$ cat src/routePkg.sv
package routePkg;

	////////////////////////////////////////////////////////////////////////////
	// Data path widths
	////////////////////////////////////////////////////////////////////////////

	// One data item
	typedef logic [3:0] nibble_t;

	// Lane number, room for four lanes
	typedef logic [1:0] laneIdx_t;

	// How items are spread over the lanes
	typedef enum logic {
		modeFixed  = 1'b0,
		modeRotate = 1'b1
	} routeMode_t;

	////////////////////////////////////////////////////////////////////////////
	// Dispatcher to lane transfer
	////////////////////////////////////////////////////////////////////////////

	// Valid high means push this cycle
	typedef struct packed {
		nibble_t data;
		logic    valid;
	} laneItem_t;

endpackage

$ cat src/regPkg.sv
package regPkg;

	import routePkg::*;

	// AXI4-Lite field widths
	typedef logic [3:0]  axilAddr_t;
	typedef logic [31:0] axilData_t;
	typedef logic [1:0]  axilResp_t;

	// Register map
	parameter axilAddr_t ADDR_MODE = 4'h0;
	parameter axilAddr_t ADDR_KEYS = 4'h4;

	// Response codes in use
	parameter axilResp_t RESP_OKAY   = 2'b00;
	parameter axilResp_t RESP_SLVERR = 2'b10;

	// Master side, AW W B AR R
	typedef struct packed {
		logic      awValid;
		axilAddr_t awAddr;
		logic      wValid;
		axilData_t wData;
		logic      bReady;
		logic      arValid;
		axilAddr_t arAddr;
		logic      rReady;
	} axilReq_t;

	// Slave side
	typedef struct packed {
		logic      awReady;
		logic      wReady;
		logic      bValid;
		axilResp_t bResp;
		logic      arReady;
		logic      rValid;
		axilData_t rData;
		axilResp_t rResp;
	} axilRsp_t;

	// Routing configuration, lane 0 key in keys[0]
	typedef struct packed {
		routeMode_t    mode;
		laneIdx_t      fixedLane;
		nibble_t [3:0] keys;
	} routeCfg_t;

endpackage

$ cat src/fifoSync.sv
module fifoSync import routePkg::*; #(
	parameter int DEPTH = 8
) (
	input  logic    inClock,
	input  logic    rstN,
	input  logic    push,
	input  nibble_t pushData,
	input  logic    pop,
	output nibble_t headData,
	output logic    empty,
	output logic    full
);

	localparam int PTR_W = (DEPTH > 1) ? $clog2(DEPTH) : 1;
	localparam int CNT_W = $clog2(DEPTH + 1);

	nibble_t          mem [DEPTH];
	logic [PTR_W-1:0] wrPtr;
	logic [PTR_W-1:0] rdPtr;
	logic [CNT_W-1:0] count;
	logic             doPush;
	logic             doPop;

	// Circular pointer step
	function automatic logic [PTR_W-1:0] nextPtr(input logic [PTR_W-1:0] ptr);
		return (ptr == PTR_W'(DEPTH - 1)) ? '0 : ptr + 1'b1;
	endfunction

	// Flags from the item count
	assign empty = (count == '0);
	assign full  = (count == CNT_W'(DEPTH));

	// Push while full is ignored, same for pop while empty
	assign doPush = push && !full;
	assign doPop  = pop && !empty;

	// Head straight from storage
	assign headData = mem[rdPtr];

	always_ff @(posedge inClock) begin
		if (doPush) begin
			mem[wrPtr] <= pushData;
		end
	end

	always_ff @(posedge inClock or negedge rstN) begin
		if (!rstN) begin
			wrPtr <= '0;
			rdPtr <= '0;
			count <= '0;
		end else begin
			if (doPush) begin
				wrPtr <= nextPtr(wrPtr);
			end
			if (doPop) begin
				rdPtr <= nextPtr(rdPtr);
			end
			// Simultaneous push and pop keeps the count
			count <= count + CNT_W'(doPush) - CNT_W'(doPop);
		end
	end

	// Producer side must watch full
	pushWhileFull: assert property (@(posedge inClock) disable iff (!rstN)
		!(push && full))
		else $error("fifoSync push while full, item lost");

	// Consumer side must watch empty
	popWhileEmpty: assert property (@(posedge inClock) disable iff (!rstN)
		!(pop && empty))
		else $error("fifoSync pop while empty");

endmodule

$ cat src/regFile.sv
module regFile import routePkg::*, regPkg::*; (
	input  logic      inClock,
	input  logic      rstN,
	input  axilReq_t  axilReq,
	output axilRsp_t  axilRsp,
	output routeCfg_t cfg
);

	typedef enum logic {
		wrIdle,
		wrResp
	} wrState_t;

	typedef enum logic {
		rdIdle,
		rdResp
	} rdState_t;

	wrState_t  wrState;
	rdState_t  rdState;
	axilResp_t bResp;
	axilResp_t rResp;
	axilData_t rData;
	logic      wrFire;
	logic      rdFire;

	// AW and W accepted together
	assign wrFire = (wrState == wrIdle) && axilReq.awValid && axilReq.wValid;
	assign rdFire = (rdState == rdIdle) && axilReq.arValid;

	always_comb begin
		axilRsp.awReady = wrFire;
		axilRsp.wReady  = wrFire;
		axilRsp.bValid  = (wrState == wrResp);
		axilRsp.bResp   = bResp;
		axilRsp.arReady = (rdState == rdIdle);
		axilRsp.rValid  = (rdState == rdResp);
		axilRsp.rData   = rData;
		axilRsp.rResp   = rResp;
	end

	////////////////////////////////////////////////////////////////////////////
	// Write channel
	////////////////////////////////////////////////////////////////////////////

	always_ff @(posedge inClock or negedge rstN) begin
		if (!rstN) begin
			wrState <= wrIdle;
			bResp   <= RESP_OKAY;
			// Fixed mode on lane 0 with all keys clear
			cfg     <= '{mode: modeFixed, fixedLane: '0, keys: '0};
		end else begin
			case (wrState)
				wrIdle: begin
					if (wrFire) begin
						wrState <= wrResp;
						bResp   <= RESP_OKAY;
						case (axilReq.awAddr)
							ADDR_MODE: begin
								cfg.mode      <= routeMode_t'(axilReq.wData[0]);
								cfg.fixedLane <= axilReq.wData[2:1];
							end
							ADDR_KEYS: begin
								cfg.keys <= axilReq.wData[15:0];
							end
							// Unmapped address leaves the config alone
							default: begin
								bResp <= RESP_SLVERR;
							end
						endcase
					end
				end
				wrResp: begin
					if (axilReq.bReady) begin
						wrState <= wrIdle;
					end
				end
				default: begin
					wrState <= wrIdle;
				end
			endcase
		end
	end

	////////////////////////////////////////////////////////////////////////////
	// Read channel
	////////////////////////////////////////////////////////////////////////////

	always_ff @(posedge inClock or negedge rstN) begin
		if (!rstN) begin
			rdState <= rdIdle;
			rData   <= '0;
			rResp   <= RESP_OKAY;
		end else begin
			case (rdState)
				rdIdle: begin
					if (rdFire) begin
						rdState <= rdResp;
						rResp   <= RESP_OKAY;
						case (axilReq.arAddr)
							ADDR_MODE: rData <= axilData_t'({cfg.fixedLane, cfg.mode});
							ADDR_KEYS: rData <= axilData_t'(cfg.keys);
							default: begin
								rData <= '0;
								rResp <= RESP_SLVERR;
							end
						endcase
					end
				end
				rdResp: begin
					if (axilReq.rReady) begin
						rdState <= rdIdle;
					end
				end
				default: begin
					rdState <= rdIdle;
				end
			endcase
		end
	end

	// Response held until the master takes it
	bHeld: assert property (@(posedge inClock) disable iff (!rstN)
		axilRsp.bValid && !axilReq.bReady |=> axilRsp.bValid);

	rHeld: assert property (@(posedge inClock) disable iff (!rstN)
		axilRsp.rValid && !axilReq.rReady |=> axilRsp.rValid && $stable(axilRsp.rData));

endmodule

$ cat src/laneDemux.sv
module laneDemux import routePkg::*, regPkg::*; #(
	parameter int LANES = 4
) (
	input  logic                  inClock,
	input  logic                  rstN,
	input  routeCfg_t             cfg,
	input  nibble_t               srcData,
	input  logic                  srcEmpty,
	output logic                  srcPop,
	input  logic [LANES-1:0]      laneFull,
	output laneItem_t [LANES-1:0] laneIn
);

	laneIdx_t         rotPtr;
	laneIdx_t         target;
	logic             xfer;
	logic [LANES-1:0] pushVec;

	// Target lane from the mode
	assign target = (cfg.mode == modeFixed) ? cfg.fixedLane : rotPtr;

	// Move when there is an item and room in the target
	assign xfer   = !srcEmpty && !laneFull[target];
	assign srcPop = xfer;

	always_comb begin
		for (int i = 0; i < LANES; i++) begin
			pushVec[i]      = xfer && (target == laneIdx_t'(i));
			laneIn[i].data  = srcData;
			laneIn[i].valid = pushVec[i];
		end
	end

	// Rotation pointer, steps only on a transfer
	always_ff @(posedge inClock or negedge rstN) begin
		if (!rstN) begin
			rotPtr <= '0;
		end else if (xfer && (cfg.mode == modeRotate)) begin
			rotPtr <= (rotPtr == laneIdx_t'(LANES - 1)) ? '0 : rotPtr + 1'b1;
		end
	end

	onePush: assert property (@(posedge inClock) disable iff (!rstN)
		$onehot0(pushVec));

	// Fixed lane must exist
	fixedInRange: assert property (@(posedge inClock) disable iff (!rstN)
		cfg.mode == modeFixed |-> int'(cfg.fixedLane) < LANES);

endmodule

$ cat src/laneStage.sv
module laneStage import routePkg::*; #(
	parameter int LANE_DEPTH = 2
) (
	input  logic      inClock,
	input  logic      rstN,
	input  nibble_t   key,
	input  laneItem_t laneIn,
	output logic      laneFull,
	input  logic      pop,
	output nibble_t   outData,
	output logic      outValid
);

	nibble_t headData;
	logic    empty;

	// Lane buffer, decouples dispatcher from collector
	fifoSync #(
		.DEPTH(LANE_DEPTH)
	) uLaneFifo (
		.inClock  (inClock),
		.rstN     (rstN),
		.push     (laneIn.valid),
		.pushData (laneIn.data),
		.pop      (pop),
		.headData (headData),
		.empty    (empty),
		.full     (laneFull)
	);

	// Key applied on the way out
	assign outData  = headData ^ key;
	assign outValid = !empty;

	// Item into an empty lane is visible next cycle
	pushShows: assert property (@(posedge inClock) disable iff (!rstN)
		laneIn.valid && empty |=> outValid);

endmodule

$ cat src/laneMux.sv
module laneMux import routePkg::*, regPkg::*; #(
	parameter int LANES = 4
) (
	input  logic                inClock,
	input  logic                rstN,
	input  routeCfg_t           cfg,
	input  nibble_t [LANES-1:0] laneData,
	input  logic [LANES-1:0]    laneValid,
	output logic [LANES-1:0]    lanePop,
	output logic                dstPush,
	output nibble_t             dstData,
	input  logic                dstFull
);

	laneIdx_t rotPtr;
	laneIdx_t source;
	logic     xfer;

	// Same lane order as the dispatcher
	assign source = (cfg.mode == modeFixed) ? cfg.fixedLane : rotPtr;

	// Wait on the source lane, never skip it
	assign xfer    = laneValid[source] && !dstFull;
	assign dstPush = xfer;
	assign dstData = laneData[source];

	always_comb begin
		for (int i = 0; i < LANES; i++) begin
			lanePop[i] = xfer && (source == laneIdx_t'(i));
		end
	end

	// Mirror of the dispatcher pointer
	always_ff @(posedge inClock or negedge rstN) begin
		if (!rstN) begin
			rotPtr <= '0;
		end else if (xfer && (cfg.mode == modeRotate)) begin
			rotPtr <= (rotPtr == laneIdx_t'(LANES - 1)) ? '0 : rotPtr + 1'b1;
		end
	end

	onePop: assert property (@(posedge inClock) disable iff (!rstN)
		$onehot0(lanePop));

	// Waiting lane heads stay put until collected
	headsHeld: assert property (@(posedge inClock) disable iff (!rstN)
		(laneValid & ~lanePop) != '0
		|=> ($past(laneValid & ~lanePop) & ~laneValid) == '0);

endmodule

$ cat src/routeTop.sv
module routeTop import routePkg::*, regPkg::*; #(
	parameter int LANES      = 4,
	parameter int IN_DEPTH   = 8,
	parameter int OUT_DEPTH  = 8,
	parameter int LANE_DEPTH = 2
) (
	input  logic     inClock,
	input  logic     rstN,
	input  nibble_t  inData,
	input  logic     inWriteEnable,
	output logic     inFull,
	output nibble_t  outData,
	output logic     outValid,
	input  logic     outReadEnable,
	input  axilReq_t axilReq,
	output axilRsp_t axilRsp
);

	routeCfg_t             cfg;
	nibble_t               srcData;
	logic                  srcEmpty;
	logic                  srcPop;
	laneItem_t [LANES-1:0] laneIn;
	logic [LANES-1:0]      laneFull;
	nibble_t [LANES-1:0]   laneData;
	logic [LANES-1:0]      laneValid;
	logic [LANES-1:0]      lanePop;
	logic                  dstPush;
	nibble_t               dstData;
	logic                  dstFull;
	logic                  outEmpty;
	logic                  outPop;

	regFile uRegFile (
		.inClock (inClock),
		.rstN    (rstN),
		.axilReq (axilReq),
		.axilRsp (axilRsp),
		.cfg     (cfg)
	);

	////////////////////////////////////////////////////////////////////////////
	// Input FIFO and dispatcher
	////////////////////////////////////////////////////////////////////////////

	fifoSync #(
		.DEPTH(IN_DEPTH)
	) uInFifo (
		.inClock  (inClock),
		.rstN     (rstN),
		.push     (inWriteEnable),
		.pushData (inData),
		.pop      (srcPop),
		.headData (srcData),
		.empty    (srcEmpty),
		.full     (inFull)
	);

	laneDemux #(
		.LANES(LANES)
	) uDemux (
		.inClock  (inClock),
		.rstN     (rstN),
		.cfg      (cfg),
		.srcData  (srcData),
		.srcEmpty (srcEmpty),
		.srcPop   (srcPop),
		.laneFull (laneFull),
		.laneIn   (laneIn)
	);

	// One stage per lane, each with its own key
	for (genvar i = 0; i < LANES; i++) begin : gLane
		laneStage #(
			.LANE_DEPTH(LANE_DEPTH)
		) uLane (
			.inClock  (inClock),
			.rstN     (rstN),
			.key      (cfg.keys[i]),
			.laneIn   (laneIn[i]),
			.laneFull (laneFull[i]),
			.pop      (lanePop[i]),
			.outData  (laneData[i]),
			.outValid (laneValid[i])
		);
	end

	////////////////////////////////////////////////////////////////////////////
	// Collector and output FIFO
	////////////////////////////////////////////////////////////////////////////

	laneMux #(
		.LANES(LANES)
	) uMux (
		.inClock   (inClock),
		.rstN      (rstN),
		.cfg       (cfg),
		.laneData  (laneData),
		.laneValid (laneValid),
		.lanePop   (lanePop),
		.dstPush   (dstPush),
		.dstData   (dstData),
		.dstFull   (dstFull)
	);

	// Read enable only counts while an item is shown
	assign outPop   = outReadEnable && outValid;
	assign outValid = !outEmpty;

	fifoSync #(
		.DEPTH(OUT_DEPTH)
	) uOutFifo (
		.inClock  (inClock),
		.rstN     (rstN),
		.push     (dstPush),
		.pushData (dstData),
		.pop      (outPop),
		.headData (outData),
		.empty    (outEmpty),
		.full     (dstFull)
	);

endmodule

$ cat config.mk
export PLATFORM = sky130hd
export DESIGN_NAME = routeTop
export DESIGN_NICKNAME = d
export VERILOG_FILES = /design/src/routePkg.sv /design/src/regPkg.sv /design/src/fifoSync.sv /design/src/regFile.sv /design/src/laneDemux.sv /design/src/laneStage.sv /design/src/laneMux.sv /design/src/routeTop.sv
export SDC_FILE = /design/constraint.sdc
export NUM_CORES = 1
export LEC_CHECK = 0
export BUFFER_PORTS_ARGS = -buffer_cell sky130_fd_sc_hd__buf_2
export CORE_MARGIN = 4
export CORE_UTILIZATION = 29
export DETAILED_ROUTE_END_ITERATION = 8
export PLACE_DENSITY = 0.45
export REMOVE_ABC_BUFFERS = 1
export SYNTH_ARGS = -nofsm -noshare
export SYNTH_HDL_FRONTEND = slang
export SYNTH_SLANG_ARGS = --single-unit
$ cat constraint.sdc
create_clock -name inClock -period 2.4 [get_ports inClock]
set_input_delay 0.12 -clock inClock [delete_from_list [all_inputs] [get_ports inClock]]
set_output_delay 0.12 -clock inClock [all_outputs]
set_load 0.01 [all_outputs]
==> reports/metrics.yaml <==
die:
  die_w_um: 172
  fp.coreArea_sq_um: 26400
  rows: 59
  io-pin-count: 100
  dieArea_sq_um: 29700
  die_h_um: 172
  initial_core_util_pct: 29.7
logic_synthesis:
  synth_area_sq_um: 7840
  synth.distinct_cells: 44
  ys_async_sr_fraction_pct: 45.1
  synth_compound_area_share_pct: 4.85
  synth_edf_count: 96
  synth_top_family_by_area: "multiplexers"
  synthFlopType: "edfxtp_1"
  synth_top_area_share_pct: 36.8
  avgSynthCellArea_sq_um: 14.5
  yosysSeqAreaShare_pct: 62.0
  post_synth_xor_area_fraction_pct: 4.02
  yosys_warnings: 0
  synth_area_leader_cell: "edfxtp_1"
  synthCells: 541
  synthMuxAreaShare_pct: 13.2
  synthTopCellsByArea: "edfxtp_1, dfrtp_1, ha_1, mux4_2, mux2_2"
  synthAdderAreaFrac_pct: 5.30
  synth_simple_gate_area_share_pct: 6.19
  ys_ff_latch: 175
clock_tree:
  clk_latency_ps: 430
  cts_sinks: 175
  clk_pin_slew_worst_paths_ps: 70
  cts_tree: "built"
  numCtsBuffers: 17
  clk_root_buffer_cell: "clkbuf_16"
  htree_num_levels: 4
  clockBufferDepth: 2
status:
  status: "finished, final reports clean"
sta:
  setup_slack_ps: 62.4
  finalClockSkew_ps: 11.9
  final_hold_viol_count: 0
  fin_crit_ps: 2340
  finalSetupViolations: 0
  setup_tns_ps: 0
  fmax_mhz: 428
  tightest_slew_ps: 636
  max_slew_margin_pct: 57.3
  drv_slew: 0
  rsz0062_at_grt: "true"
  min_period_over_period_pct: 97.4
worst_setup_path:
  critical_path_buf_inv_count: 4
  startpoint_type: "register"
  required_ps: 2730
  critPathCaptureType: "register"
  crit_top_cell: "inv_2"
  critPathArrivalTime_ps: 2670
  critical_path_class: "reg -> reg"
  worst-path-max-fanout: 8
  slowest_delay_ps: 520
  crit_family: "adder cells"
  crit_chain: "or3b_4, a21oi_2, a221oi_2, nand2_2, inv_2, ha_4, inv_2, ha_4, inv_2, fa_2, inv_2"
  crit_path_top_delay_cell: "fa_2"
global_route:
  grt_usage_pct: 11.6
  gr-total-overflow: 0
  grt_pass1_vias: 4797
  antenna_found_initial: 0
  grt_max_degree: 42
  grt_pass1_wl_um: 26200
cells_and_area:
  final_nets: 756
  nFillCells: 2488
  layout-drive-gt1-share_pct: 32.0
  final_cells: 1019
  antenna_cells: 0
  final_area_sq_um: 9720
  area_growth_pct: 23.9
placed_design:
  hpwlAfterDp_um: 11800
  place.gp.congestion: 0.714
  placed_area_sq_um: 8760
  pre_cts_slack_ps: -93.1
  io_buffers: 65
  place_inst: 962
routing:
  drt-total-wl_um: 16300
  antenna_left: 0
  viasPerCell: 4.40
  routedWlPerCell_um: 16.0
  drt_iter0_markers: 189
  vias: 4486
  drtPass1Iterations: 5
  drc: 0
pwr:
  leakagePower_nw: 4.10
  power_density_nw_per_um2: 1230
  ir_worst_vdd_mv: 0.510
worst_hold_path:
  holdCritPathClass: "in -> reg"
run:
  cap_violations: 0
final timing paths:
kind                                               startpoint                             end  slack, ps  cells after the start
max in group asynchronous                                rstN  uRegFile.rData[14]$_DFFE_PN0P_       1510                      3
worst min-delay path                              axilReq[43]   uRegFile.bResp[1]$_DFFE_PN0P_         20                      4
min in group asynchronous                                rstN    uInFifo.wrPtr[0]$_DFFE_PN0P_        230                      2
worst max register to register   uRegFile.cfg[18]$_DFFE_PN0P_      uInFifo.count[1]$_DFF_PN0_         60                     11
worst max-delay path             uRegFile.cfg[18]$_DFFE_PN0P_      uInFifo.count[1]$_DFF_PN0_         60                     11
worst min register to register  uRegFile.rData[1]$_DFFE_PN0P_   uRegFile.rData[1]$_DFFE_PN0P_        480                      2
logic make-up after synthesis:
| group | count (synthesis) |
|---|---|
| other | 1 |
| buffers and inverters | 68 |
| multiplexers | 78 |
| AND/OR/NAND/NOR | 101 |
| flip-flops | 175 |
| AO/OA/AOI/OAI | 50 |
| XOR/XNOR | 36 |
| adder cells (fa/ha/maj) | 32 |
cells in the final DEF, fill, tap and decap left out, types with 3 or more instances in the layout:
cell | netlist | final
xnor2_1 | 21 | 19
xor2_1 | 15 | 15
nand2_1 | 24 | 24
mux2i_1 | 23 | 21
nand2b_1 | 10 | 9
nor2_1 | 34 | 33
o21ai_0 | 4 | 3
mux2_2 | 29 | 29
dlygate4sd3_1 | 0 | 24
a21o_1 | 5 | 5
inv_6 | 0 | 4
clkbuf_16 | 0 | 17
ha_1 | 30 | 27
inv_8 | 0 | 3
dfrtp_1 | 79 | 77
clkinv_4 | 0 | 4
nor2b_1 | 3 | 3
a21oi_1 | 12 | 11
o31ai_1 | 4 | 3
a211oi_1 | 4 | 4
edfxtp_1 | 96 | 96
mux4_2 | 16 | 16
nor3_2 | 0 | 3
buf_2 | 5 | 64
mux2_1 | 9 | 9
buf_6 | 0 | 3
a22o_1 | 13 | 13
conb_1 | 1 | 18
inv_2 | 0 | 4
inv_1 | 30 | 26
nor3_1 | 13 | 10
buf_4 | 23 | 39
synthesized netlist by cell type (2+ instances only):
| cell | n |
|---|---|
| xnor2_1 | 21 |
| nand2b_1 | 10 |
| edfxtp_1 | 96 |
| o21ai_0 | 4 |
| a21o_1 | 5 |
| fa_1 | 2 |
| a211oi_1 | 4 |
| clkbuf_1 | 10 |
| buf_2 | 5 |
| mux2_1 | 9 |
| a21boi_0 | 3 |
| buf_4 | 23 |
| nor2_1 | 34 |
| nand3_1 | 4 |
| mux2i_1 | 23 |
| nor2b_1 | 3 |
| or3_1 | 2 |
| ha_1 | 30 |
| o31ai_1 | 4 |
| dfrtp_1 | 79 |
| and3_1 | 2 |
| a22o_1 | 13 |
| nor3_1 | 13 |
| mux4_2 | 16 |
| mux2_2 | 29 |
| inv_1 | 30 |
| xor2_1 | 15 |
| a21oi_1 | 12 |
| nand3b_1 | 2 |
| nand2_1 | 24 |
power by group:
group	switching, W	internal, W	total, W
clock	0.00129	0.00138	0.00267
combinational	0.00213	0.00214	0.00427
sequential	0.000713	0.00432	0.00503
total	0.00413	0.00784	0.0120
metal layers:
metal | vias to the layer above | wire length [um] | global-route usage [%]
li1 | 2170 | - | -
met5 | - | 0 | 0
met3 | 10 | 577 | 3.18
met1 | 2238 | 7050 | 14.3
met2 | 68 | 8510 | 20.0
met4 | 0 | 126 | 2.97
worst reg2reg max path, cell delays in order (launching register included):
cell      delay [ps]
dfrtp_2          480
or3b_4           420
a21oi_2          160
a221oi_2          60
nand2_2          100
inv_2             50
ha_4             210
inv_2             60
ha_4             130
inv_2             30
fa_2             520
inv_2             30
sequential cells by signal, summed over array words and instances (netlist names):
name                         cells
gLane.uLane.uLaneFifo.mem       32
uRegFile.bResp                   1
uRegFile.rData                  16
uInFifo.mem                     32
uInFifo.count                    4
gLane.uLane.uLaneFifo.wrPtr      4
uInFifo.rdPtr                    3
gLane.uLane.uLaneFifo.rdPtr      4
gLane.uLane.uLaneFifo.count      8
uOutFifo.rdPtr                   3
uRegFile.wrState                 1
uOutFifo.wrPtr                   3
uRegFile.rdState                 1
uOutFifo.mem                    32
uRegFile.rResp                   1
uMux.rotPtr                      2
uOutFifo.count                   4
uInFifo.wrPtr                    3
uDemux.rotPtr                    2
uRegFile.cfg                    19
through the flow:
stage	hold WS (ps)	power, W	utilization (%)
after floorplan	-176	0.00764	-
after global placement	144	0.00906	33.2
after detailed placement	160	0.00923	33.2
after CTS	3.39	0.0120	36.4
after global routing	39.5	0.0129	36.9
final	22.5	0.0120	36.9
layout make-up:
type	instances	area, sq um	share of cell area [%]
sequential	175	4860	50.0
multi-input combinational	315	2820	29.0
timing repair buffer	132	927	9.54
clock buffer	17	425	4.38
tap	335	419	4.31
clock inverter	15	148	1.52
inverter	30	113	1.16
what timing repair did:
item / 4_1_cts / 5_1_grt
pin swaps: 2 / 7
setup buffers: 0 / 1
resized for setup: 5 / 29
hold buffers: 24 / 0
endpoints found under the setup margin: 22 / 45
hold endpoints to repair: 93 / 0
(Power assumes the default switching activity.)
